`src/verilog/gmii_tx_pkg.sv`:
```
package gmii_tx_pkg;

    ////////////////////////////////////////////////////////////
    // widths
    ////////////////////////////////////////////////////////////

    // one gmii or fifo data byte
    typedef logic [7:0]  byte_t;
    // payload length, low 12 bits of a pointer word
    typedef logic [11:0] frame_len_t;
    typedef logic [15:0] ptr_word_t;
    typedef logic [31:0] crc_t;

    ////////////////////////////////////////////////////////////
    // framing constants
    ////////////////////////////////////////////////////////////

    localparam byte_t PREAMBLE_BYTE = 8'h55;
    localparam byte_t SFD_BYTE      = 8'hd5;
    localparam int    PREAMBLE_LEN  = 7;
    localparam int    FCS_LEN       = 4;
    // minimum idle cycles between frames
    localparam int    IFG_LEN       = 12;
    // 802.3 polynomial, bit reversed
    localparam crc_t  CRC_POLY_REFL = 32'hedb8_8320;
    localparam crc_t  CRC_INIT      = 32'hffff_ffff;

    ////////////////////////////////////////////////////////////
    // descriptors and state machines
    ////////////////////////////////////////////////////////////

    // frame handed from arbiter to sequencer
    typedef struct packed {
        logic       tte;
        frame_len_t len;
    } frame_desc_t;

    // flags[3] marks a tte frame, lower flags unused
    typedef struct packed {
        logic [3:0] flags;
        frame_len_t len;
    } mgnt_report_t;

    typedef enum logic [1:0] {
        sel_idle,
        sel_ptr_read,
        sel_ptr_capture,
        sel_busy
    } sel_state_t;

    typedef enum logic [2:0] {
        seq_idle,
        seq_preamble,
        seq_sfd,
        seq_data,
        seq_fcs,
        seq_gap
    } seq_state_t;

endpackage
```
`src/verilog/mac_tx_gmii.sv`:
```
`timescale 1ns/1ps

module mac_tx_gmii (
    input  logic                      interface_clk,
    input  logic                      rstn_mac,
    // gmii transmit
    output logic                      gtx_dv,
    output gmii_tx_pkg::byte_t        gtx_d,
    // best effort queue
    output logic                      data_fifo_rd,
    input  gmii_tx_pkg::byte_t        data_fifo_din,
    output logic                      ptr_fifo_rd,
    input  gmii_tx_pkg::ptr_word_t    ptr_fifo_din,
    input  logic                      ptr_fifo_empty,
    // tte queue
    output logic                      tdata_fifo_rd,
    input  gmii_tx_pkg::byte_t        tdata_fifo_din,
    output logic                      tptr_fifo_rd,
    input  gmii_tx_pkg::ptr_word_t    tptr_fifo_din,
    input  logic                      tptr_fifo_empty,
    // management side
    output logic                      tx_mgnt_valid,
    output gmii_tx_pkg::mgnt_report_t tx_mgnt_data,
    input  logic                      tx_mgnt_resp
);
    import gmii_tx_pkg::*;

    logic        frame_start;
    logic        frame_done;
    frame_desc_t frame_desc;

    ////////////////////////////////////////////////////////////
    // frame path
    ////////////////////////////////////////////////////////////

    // picks a queue and fetches its pointer
    tx_queue_select u_queue_select (
        .interface_clk   (interface_clk),
        .rstn_mac        (rstn_mac),
        .ptr_fifo_empty  (ptr_fifo_empty),
        .tptr_fifo_empty (tptr_fifo_empty),
        .ptr_fifo_din    (ptr_fifo_din),
        .tptr_fifo_din   (tptr_fifo_din),
        .frame_done      (frame_done),
        .ptr_fifo_rd     (ptr_fifo_rd),
        .tptr_fifo_rd    (tptr_fifo_rd),
        .frame_start     (frame_start),
        .frame_desc      (frame_desc)
    );

    // preamble, payload, fcs, gap
    tx_frame_sequencer u_sequencer (
        .interface_clk  (interface_clk),
        .rstn_mac       (rstn_mac),
        .frame_start    (frame_start),
        .frame_desc     (frame_desc),
        .data_fifo_din  (data_fifo_din),
        .tdata_fifo_din (tdata_fifo_din),
        .data_fifo_rd   (data_fifo_rd),
        .tdata_fifo_rd  (tdata_fifo_rd),
        .gtx_dv         (gtx_dv),
        .gtx_d          (gtx_d),
        .frame_done     (frame_done)
    );

    ////////////////////////////////////////////////////////////
    // management report, watches frame starts
    ////////////////////////////////////////////////////////////

    tx_mgnt_report u_mgnt_report (
        .interface_clk (interface_clk),
        .rstn_mac      (rstn_mac),
        .frame_start   (frame_start),
        .frame_desc    (frame_desc),
        .tx_mgnt_resp  (tx_mgnt_resp),
        .tx_mgnt_valid (tx_mgnt_valid),
        .tx_mgnt_data  (tx_mgnt_data)
    );

endmodule

```
`src/verilog/tx_mgnt_report.sv`:
```
`timescale 1ns/1ps

module tx_mgnt_report (
    input  logic                      interface_clk,
    input  logic                      rstn_mac,
    input  logic                      frame_start,
    input  gmii_tx_pkg::frame_desc_t  frame_desc,
    input  logic                      tx_mgnt_resp,
    output logic                      tx_mgnt_valid,
    output gmii_tx_pkg::mgnt_report_t tx_mgnt_data
);
    import gmii_tx_pkg::*;

    mgnt_report_t report_next;
    // new report only when the slot is free
    logic         report_load;

    assign report_next.flags = {frame_desc.tte, 3'b000};
    assign report_next.len   = frame_desc.len;
    assign report_load       = frame_start && !tx_mgnt_valid;

    // pending flag, dropped once resp is seen
    always_ff @(posedge interface_clk or negedge rstn_mac) begin
        if (!rstn_mac) begin
            tx_mgnt_valid <= 1'b0;
        end else if (report_load) begin
            tx_mgnt_valid <= 1'b1;
        end else if (tx_mgnt_valid && tx_mgnt_resp) begin
            tx_mgnt_valid <= 1'b0;
        end
    end

    // report word, frozen while pending
    always_ff @(posedge interface_clk) begin
        if (report_load) begin
            tx_mgnt_data <= report_next;
        end
    end

endmodule

```
`src/verilog/tx_frame_sequencer.sv`:
```
`timescale 1ns/1ps

module tx_frame_sequencer (
    input  logic                     interface_clk,
    input  logic                     rstn_mac,
    input  logic                     frame_start,
    input  gmii_tx_pkg::frame_desc_t frame_desc,
    input  gmii_tx_pkg::byte_t       data_fifo_din,
    input  gmii_tx_pkg::byte_t       tdata_fifo_din,
    output logic                     data_fifo_rd,
    output logic                     tdata_fifo_rd,
    output logic                     gtx_dv,
    output gmii_tx_pkg::byte_t       gtx_d,
    output logic                     frame_done
);
    import gmii_tx_pkg::*;

    // state names the byte being loaded into gtx_d this cycle
    seq_state_t state;
    frame_len_t byte_cnt;
    frame_len_t last_data;
    byte_t      din_sel;
    byte_t      fcs_byte;
    logic       rd_en;
    logic       crc_init;
    logic       crc_calc;
    logic       crc_shift;

    ////////////////////////////////////////////////////////////
    // data fifo read and byte select
    ////////////////////////////////////////////////////////////

    assign din_sel   = frame_desc.tte ? tdata_fifo_din : data_fifo_din;
    assign last_data = frame_desc.len - 1'b1;

    // read one cycle ahead of each data load
    // first strobe while sfd is loaded, last one before the final byte
    assign rd_en = (state == seq_sfd) ||
                   ((state == seq_data) && (byte_cnt != last_data));

    assign data_fifo_rd  = rd_en && !frame_desc.tte;
    assign tdata_fifo_rd = rd_en && frame_desc.tte;

    // handshake back to the arbiter on the last gap cycle
    assign frame_done = (state == seq_gap) &&
                        (byte_cnt == frame_len_t'(IFG_LEN - 1));

    // crc restarts with the frame, accumulates payload only
    assign crc_init  = (state == seq_idle) && frame_start;
    assign crc_calc  = (state == seq_data);
    assign crc_shift = (state == seq_fcs);

    ////////////////////////////////////////////////////////////
    // framing fsm and output registers
    ////////////////////////////////////////////////////////////

    always_ff @(posedge interface_clk or negedge rstn_mac) begin
        if (!rstn_mac) begin
            state    <= seq_idle;
            byte_cnt <= '0;
            gtx_d    <= '0;
            gtx_dv   <= 1'b0;
        end else begin
            case (state)
                seq_idle: begin
                    gtx_d  <= '0;
                    gtx_dv <= 1'b0;
                    // first preamble byte goes out straight from idle
                    if (frame_start) begin
                        state    <= seq_preamble;
                        byte_cnt <= frame_len_t'(1);
                        gtx_d    <= PREAMBLE_BYTE;
                        gtx_dv   <= 1'b1;
                    end
                end
                seq_preamble: begin
                    gtx_d <= PREAMBLE_BYTE;
                    if (byte_cnt == frame_len_t'(PREAMBLE_LEN - 1)) begin
                        state <= seq_sfd;
                    end else begin
                        byte_cnt <= byte_cnt + 1'b1;
                    end
                end
                seq_sfd: begin
                    gtx_d    <= SFD_BYTE;
                    byte_cnt <= '0;
                    state    <= seq_data;
                end
                seq_data: begin
                    // din holds the byte strobed last cycle
                    gtx_d <= din_sel;
                    if (byte_cnt == last_data) begin
                        byte_cnt <= '0;
                        state    <= seq_fcs;
                    end else begin
                        byte_cnt <= byte_cnt + 1'b1;
                    end
                end
                seq_fcs: begin
                    gtx_d <= fcs_byte;
                    if (byte_cnt == frame_len_t'(FCS_LEN - 1)) begin
                        byte_cnt <= '0;
                        state    <= seq_gap;
                    end else begin
                        byte_cnt <= byte_cnt + 1'b1;
                    end
                end
                seq_gap: begin
                    gtx_d  <= '0;
                    gtx_dv <= 1'b0;
                    if (frame_done) begin
                        byte_cnt <= '0;
                        state    <= seq_idle;
                    end else begin
                        byte_cnt <= byte_cnt + 1'b1;
                    end
                end
                default: begin
                    state  <= seq_idle;
                    gtx_dv <= 1'b0;
                end
            endcase
        end
    end

    // fcs generator
    crc32_8023 u_crc (
        .interface_clk (interface_clk),
        .rstn_mac      (rstn_mac),
        .crc_init      (crc_init),
        .crc_calc      (crc_calc),
        .crc_shift     (crc_shift),
        .crc_byte      (din_sel),
        .fcs_byte      (fcs_byte)
    );

endmodule

```
`src/verilog/tx_queue_select.sv`:
```
`timescale 1ns/1ps

module tx_queue_select (
    input  logic                     interface_clk,
    input  logic                     rstn_mac,
    input  logic                     ptr_fifo_empty,
    input  logic                     tptr_fifo_empty,
    input  gmii_tx_pkg::ptr_word_t   ptr_fifo_din,
    input  gmii_tx_pkg::ptr_word_t   tptr_fifo_din,
    input  logic                     frame_done,
    output logic                     ptr_fifo_rd,
    output logic                     tptr_fifo_rd,
    output logic                     frame_start,
    output gmii_tx_pkg::frame_desc_t frame_desc
);
    import gmii_tx_pkg::*;

    sel_state_t state;
    // queue picked in idle, steers the pointer mux
    logic       sel_tte;
    ptr_word_t  ptr_sel;

    assign ptr_sel = sel_tte ? tptr_fifo_din : ptr_fifo_din;

    ////////////////////////////////////////////////////////////
    // arbitration and pointer fetch
    ////////////////////////////////////////////////////////////

    always_ff @(posedge interface_clk or negedge rstn_mac) begin
        if (!rstn_mac) begin
            state        <= sel_idle;
            sel_tte      <= 1'b0;
            ptr_fifo_rd  <= 1'b0;
            tptr_fifo_rd <= 1'b0;
            frame_start  <= 1'b0;
            frame_desc   <= '0;
        end else begin
            // strobes and start are single cycle
            ptr_fifo_rd  <= 1'b0;
            tptr_fifo_rd <= 1'b0;
            frame_start  <= 1'b0;
            case (state)
                sel_idle: begin
                    // tte queue has strict priority
                    if (!tptr_fifo_empty || !ptr_fifo_empty) begin
                        state        <= sel_ptr_read;
                        sel_tte      <= !tptr_fifo_empty;
                        tptr_fifo_rd <= !tptr_fifo_empty;
                        ptr_fifo_rd  <= tptr_fifo_empty;
                    end
                end
                sel_ptr_read: begin
                    // strobe is out, word lands next cycle
                    state <= sel_ptr_capture;
                end
                sel_ptr_capture: begin
                    frame_desc.tte <= sel_tte;
                    frame_desc.len <= ptr_sel[$bits(frame_len_t)-1:0];
                    frame_start    <= 1'b1;
                    state          <= sel_busy;
                end
                sel_busy: begin
                    // hold off until the gap has run out
                    if (frame_done) begin
                        state <= sel_idle;
                    end
                end
                default: begin
                    state <= sel_idle;
                end
            endcase
        end
    end

endmodule

```
`src/verilog/crc32_8023.sv`:
```
`timescale 1ns/1ps

module crc32_8023 (
    input  logic               interface_clk,
    input  logic               rstn_mac,
    input  logic               crc_init,
    input  logic               crc_calc,
    input  logic               crc_shift,
    input  gmii_tx_pkg::byte_t crc_byte,
    output gmii_tx_pkg::byte_t fcs_byte
);
    import gmii_tx_pkg::*;

    crc_t crc_reg;

    // one byte of reflected crc, bit 0 enters first
    function automatic crc_t crc_next(input crc_t crc, input byte_t d);
        crc_t c;
        c = crc;
        for (int i = 0; i < 8; i++) begin
            if (c[0] ^ d[i]) begin
                c = (c >> 1) ^ CRC_POLY_REFL;
            end else begin
                c = c >> 1;
            end
        end
        return c;
    endfunction

    ////////////////////////////////////////////////////////////
    // crc register
    ////////////////////////////////////////////////////////////

    always_ff @(posedge interface_clk or negedge rstn_mac) begin
        if (!rstn_mac) begin
            crc_reg <= CRC_INIT;
        end else if (crc_init) begin
            crc_reg <= CRC_INIT;
        end else if (crc_calc) begin
            crc_reg <= crc_next(crc_reg, crc_byte);
        end else if (crc_shift) begin
            // next fcs byte moves into the low lane
            crc_reg <= {8'h00, crc_reg[31:8]};
        end
    end

    // fcs is the complement, low byte first on the wire
    assign fcs_byte = ~crc_reg[7:0];

endmodule

```
`config.mk`:
```
export PLATFORM = sky130hd
export DESIGN_NAME = mac_tx_gmii
export DESIGN_NICKNAME = d
export VERILOG_FILES = /design/src/verilog/gmii_tx_pkg.sv /design/src/verilog/mac_tx_gmii.sv /design/src/verilog/tx_mgnt_report.sv /design/src/verilog/tx_frame_sequencer.sv /design/src/verilog/tx_queue_select.sv /design/src/verilog/crc32_8023.sv
export SDC_FILE = /design/constraint.sdc
export NUM_CORES = 1
export LEC_CHECK = 0
export BUFFER_PORTS_ARGS = -buffer_cell sky130_fd_sc_hd__buf_2
export CELL_PAD_IN_SITES_DETAIL_PLACEMENT = 2
export CELL_PAD_IN_SITES_GLOBAL_PLACEMENT = 2
export CORE_MARGIN = 5
export CORE_UTILIZATION = 37
export CTS_CLUSTER_SIZE = 40
export DETAILED_ROUTE_END_ITERATION = 10
export MAX_ROUTING_LAYER = met4
export PLACE_DENSITY = 0.89
export SYNTH_ARGS = -nofsm -noshare
export SYNTH_HDL_FRONTEND = slang
export SYNTH_SLANG_ARGS = --single-unit
```
`constraint.sdc`:
```
create_clock -name interface_clk -period 3.1 [get_ports interface_clk]
set_clock_uncertainty 0.1 [all_clocks]
set_input_delay 0.31 -clock interface_clk [delete_from_list [all_inputs] [get_ports interface_clk]]
set_output_delay 0.31 -clock interface_clk [all_outputs]
set_load 0.01 [all_outputs]
```
# Yosys cells after proc, flatten, opt, wreduce, memory -nomap -nowiden
# Cells that the tools add are included.
# totals
register_bits	89
latch_bits	0
ramBits	0
mem_bits_ro	0
input_bits	53
word_cells	131
mem_count	0
# classes
addsub	2
multipliers	0
div_mod_pow	0
order_cmp	0
eq_ne	21
n_shift	0
n_mux	53
bitwise_logic	17
n_reduce_logical	23
# ops
cell	n
$mux 32	25
$not 13->14	8
$mux 12	6
$pmux 12 s6	1
$pmux 8 s6	1
$pmux 3 s6	1
$mux 3	5
$add 12x1->12 const B	1
$eq 12x12->1	1
$eq 12x2->1 const B	1
$eq 12x3->1 const B	1
$eq 12x4->1 const B	1
$ne 12x12->1	1
$ne 2x2->1 const B	6
$sub 12x1->12 const B	1
$mux 1	8
$mux 8	1
$not 8->8	1
$pmux 2 s4	1
$xor 1x1->1	8
$logic_and 1x1->1	7
$mux 7	1
$eq 3x2->1 const B	2
$eq 3x3->1 const B	2
other kinds (17)	25

# Logic depth before layout (Yosys ltp)
# logic_depth
ltp_word	33
ltp_mapped	10

# By module
# From an unflattened synthesis, not the netlist that was laid out.
# hier_totals
hier_cells	618
area_unflattened_um2	6042.0
# modules_own_cells
mod	instances	cells_each	area_per_inst_um2
crc32_8023	1	237	2447.3
tx_frame_sequencer	1	281	2252.2
tx_queue_select	1	79	885.8
tx_mgnt_report	1	21	456.7

# Worst setup path before layout
# OpenSTA, ideal clock, no wires.
# synth_path
kind	flip-flop to output port
startpoint	reg, netlist name u_queue_select.frame_desc[0]
endpoint	out data_fifo_rd
t_arrival_ns	2.138
required_ns	2.690
setup_slack_ns	0.552
path_stages_with_launch	10
n_path_buf	0
path_cell_list	dfrtp_1 > inv_1 > ha_1 > nor2b_1 > nand2_1 > or4_1 > a221oi_1 > o211a_1 > a21o_1 > nor2_1
# synth_between
elab_chain_cells	5
# synth_rtl
element	line	rtl
$sub 12x1->12	tx_frame_sequencer.sv:34	assign last_data = frame_desc.len - 1'b1;
$ne 12x12->1	tx_frame_sequencer.sv:39	((state == seq_data) && (byte_cnt != last_data));
$logic_and 1x1->1	tx_frame_sequencer.sv:39	
$logic_or 1x1->1	tx_frame_sequencer.sv:38	assign rd_en = (state == seq_sfd) ||
$logic_and 1x1->1	tx_frame_sequencer.sv:41	assign data_fifo_rd = rd_en && !frame_desc.tte;
end, declared	mac_tx_gmii.sv:10	output logic data_fifo_rd,
# Every way passes these cells.

# Worst setup path after layout
# layout_path
startpoint	reg, netlist name u_queue_select.frame_desc[3]
endpoint	out tdata_fifo_rd
# layout_between
elab_chain_cells	5
# layout_rtl
element	line	rtl
$sub 12x1->12	tx_frame_sequencer.sv:34	
$ne 12x12->1	tx_frame_sequencer.sv:39	
$logic_and 1x1->1	tx_frame_sequencer.sv:39	
$logic_or 1x1->1	tx_frame_sequencer.sv:38	
$logic_and 1x1->1	tx_frame_sequencer.sv:42	assign tdata_fifo_rd = rd_en && frame_desc.tte;
end, declared	mac_tx_gmii.sv:16	output logic tdata_fifo_rd,
# Every way passes these cells.

==> results_dict.tcl <==
set metrics [dict create \
    status "complete, but fails checks" \
    violations "negative setup slack" \
    yosys.area.top_type "dfrtp_1" \
    synth_flop_cell "dfrtp_1" \
    worst-setup-path-type "register to output pin" \
    drive_gt1_frac 0.309 \
    grt_usage 0.245 \
    yosys-top-cells-count "nand2_1 (56), a21oi_1 (52), o21ai_0 (48), dfrtp_1 (44), nor2_1 (42)" \
    fin_util 0.445 \
    grt_util_met3 0.0306 \
    synth_mux_area_frac 0.0619 \
    place_hpwl_microns 13900 \
    synthTopCellsByArea "dfrtp_1 (19%), dfstp_2 (15%), edfxtp_1 (6.8%)" \
    drt_iter0_drc 440 \
    wl_per_cell_microns 26.5 \
    die-area_sq_um 18100 \
    num_io_pins 83 \
    fmax_mhz 317 \
    busiest_layer "met2" \
    seq_area_frac_synth 0.406 \
    period_share 1.02 \
    synth.most_common_cell "nand2_1" \
    ys_warn_count 0 \
    use_met1 0.300 \
    routed_wl_microns 22500 \
    cts-root-buf "clkbuf_16" \
    grt_pass1_wl_microns 33500 \
    grt_pass1_vias 5624 \
    synthAdderAreaFrac 0.0148 \
    num_antenna_cells 0 \
    synth_top_family_by_area "compound AO/OA/AOI/OAI gates" \
    tightest_slew_ns 0.962 \
    vias_per_cell 5.94 \
    numPortBuffers 71 \
    worst_slack_ns -0.0565 \
    gr-total-overflow 0 \
    start_util 0.378 \
    syn-cell-area_sq_um 5740 \
    hp-class "input pin to register" \
    power.density_nw_per_um2 1580 \
    largest_register_ffs 32 \
    firstDrtPassIters 5 \
    cts_inserted_buffers 9 \
    area_growth_pct 17.9 \
    critPathCaptureType "output pin" \
    cts_buffer_depth 2 \
    crit_fanout 6 \
    cts.sinks 89 \
    pre_cts_ws_ns 0.0351 \
    grt_max_degree 64 \
    arrival_ns 2.75 \
    period_minus_slack_ns 3.16 \
    cts_tree "yes" \
    die_w_microns 135 \
    grt_antenna_before_repair 0 \
    synth-simple-area-share 0.153 \
    max_slew_margin 0.359 \
    slew_viol_final 0 \
    synth.ff_latch_count 89 \
    worst_hold_slack_ns 0.0214 \
    synth_compound_area_frac 0.180 \
    postSynth.asyncResetShare 0.854 \
    core-area_sq_um 15200 \
    synthCells 582 \
    insertion_delay_ns 0.36 \
    drc 0 \
    finalSetupViolCount 2 \
    fp-row-count 45 \
    h-tree-depth 3 \
    irDropWorstVdd_v 0.000522 \
    gp_congestion 0.805 \
    fin_area_sq_um 6770 \
    dp.cells 823 \
    final_cells 849 \
    die_h_microns 135 \
    dpl_cell_area_sq_um 6320 \
    clk_pin_slew_ns 0.08 \
    synth.distinct_cells 66 \
    postRouteAntennaNets 0 \
    p_leak_nw 2.78 \
    postSynthAreaPerCell_sq_um 9.87 \
    cp.required_ns 2.69 \
    maxCapViolCount 0 \
    grt_use_met2 0.423 \
    hold_viol 0 \
    synth.top_cell.area_share 0.192 \
    synth_xor_area_frac 0.142 \
    setup.worst_path.start_class "register" \
    synth-edff-count 13 \
    layout.nets 715 \
    vias 5042 \
]
-- kinds of logic after synthesis --
family / count (synthesis)
flops: 89
other cells: 1
mux: 28
fa+ha+maj: 7
buf+inv: 53
compound gates: 163
xor+xnor: 63
simple gates: 178
-- worst max-delay path, stage by stage (launching register included) --
cell and delay, ns:
dfrtp_2 0.50, nor3_4 0.31, nand2_1 0.14, or4_4 0.45
a221oi_2 0.32, o211a_1 0.22, a21o_1 0.21, nor2_1 0.07
buf_2 0.15
-- through the flow --
stage / total power [mW] / TNS (ns)
after floorplan: 7.15 / 0
after global placement: 8.17 / 0
after detailed placement: 8.76 / 0
after CTS: 10.3 / 0
after global routing: 11.2 / -0.197
final: 10.7 / -0.0842
-- area by class of cell --
type | instances | area [sq um]
Inverter | 12 | 45.0
Multi-Input combinational cell | 442 | 3240
Fill cell | 1579 | 8430
Clock inverter | 7 | 83.8
Tap cell | 188 | 235
Sequential cell | 89 | 2340
Timing Repair Buffer | 102 | 603
Clock buffer | 9 | 225
-- timing repair --
action,4_1_cts,5_1_grt
endpoints found under the hold margin,13,0
buffers inserted,4,5
pin swaps,2,4
resized for setup,7,9
cloned,0,0
setup endpoints to repair,2,2
hold buffers,1,0
-- path summary, 6_finish.rpt --
check	to	slack (ns)	cells past startpoint	startpoint
setup / recovery	tdata_fifo_rd	-0.06	8	u_queue_select.frame_desc[3]$_DFFE_PN0P_
hold / removal	u_mgnt_report.tx_mgnt_valid$_DFFE_PN0P_	0.02	2	tx_mgnt_resp
setup reg to reg	u_sequencer.byte_cnt[1]$_DFFE_PN0P_	0.23	8	u_sequencer.byte_cnt[0]$_DFFE_PN0P_
hold reg to reg	u_mgnt_report.tx_mgnt_valid$_DFFE_PN0P_	0.41	1	u_mgnt_report.tx_mgnt_valid$_DFFE_PN0P_
max in group asynchronous	u_sequencer.u_crc.crc_reg[4]$_DFFE_PN1P_	1.89	3	rstn_mac
min in group asynchronous	u_queue_select.frame_desc[4]$_DFFE_PN0P_	0.29	2	rstn_mac
-- power by group --
group          internal [mW]  switching [mW]  total, mW
registers               2.02           0.752       2.77
clock network          0.644           0.567       1.21
logic                   2.87            3.85       6.72
total                   5.53            5.17       10.7
-- per-layer routing --
layer | routed length, microns | vias up
met2 | 11400 | 167
met3 | 882 | 48
met5 | 0 | -
met1 | 9520 | 2619
met4 | 624 | 0
li1 | - | 2208
-- placed cells by master (no fill, tap or decap), drive strengths merged, types with 2 or more instances in the layout --
master	n
nand3	26
a2bb2oi	5
buf	101
o21ai	53
o311ai	6
or2	4
clkbuf	9
and2	5
xor2	16
o22ai	4
nor2b	7
o211a	2
nand4	3
o211ai	12
a21oi	52
edfxtp	13
nor4	2
conb	3
nand3b	3
ha	6
and4	2
a21o	2
nand2	57
a31oi	5
a211o	10
nand2b	11
or4	2
o221a	2
xnor2	47
inv	16
or3	2
dfrtp	44
nor2	42
nor3	6
dfstp	32
mux2i	27
clkinv	2
and3	5
No activity file was read; power rests on OpenSTA's default activity.
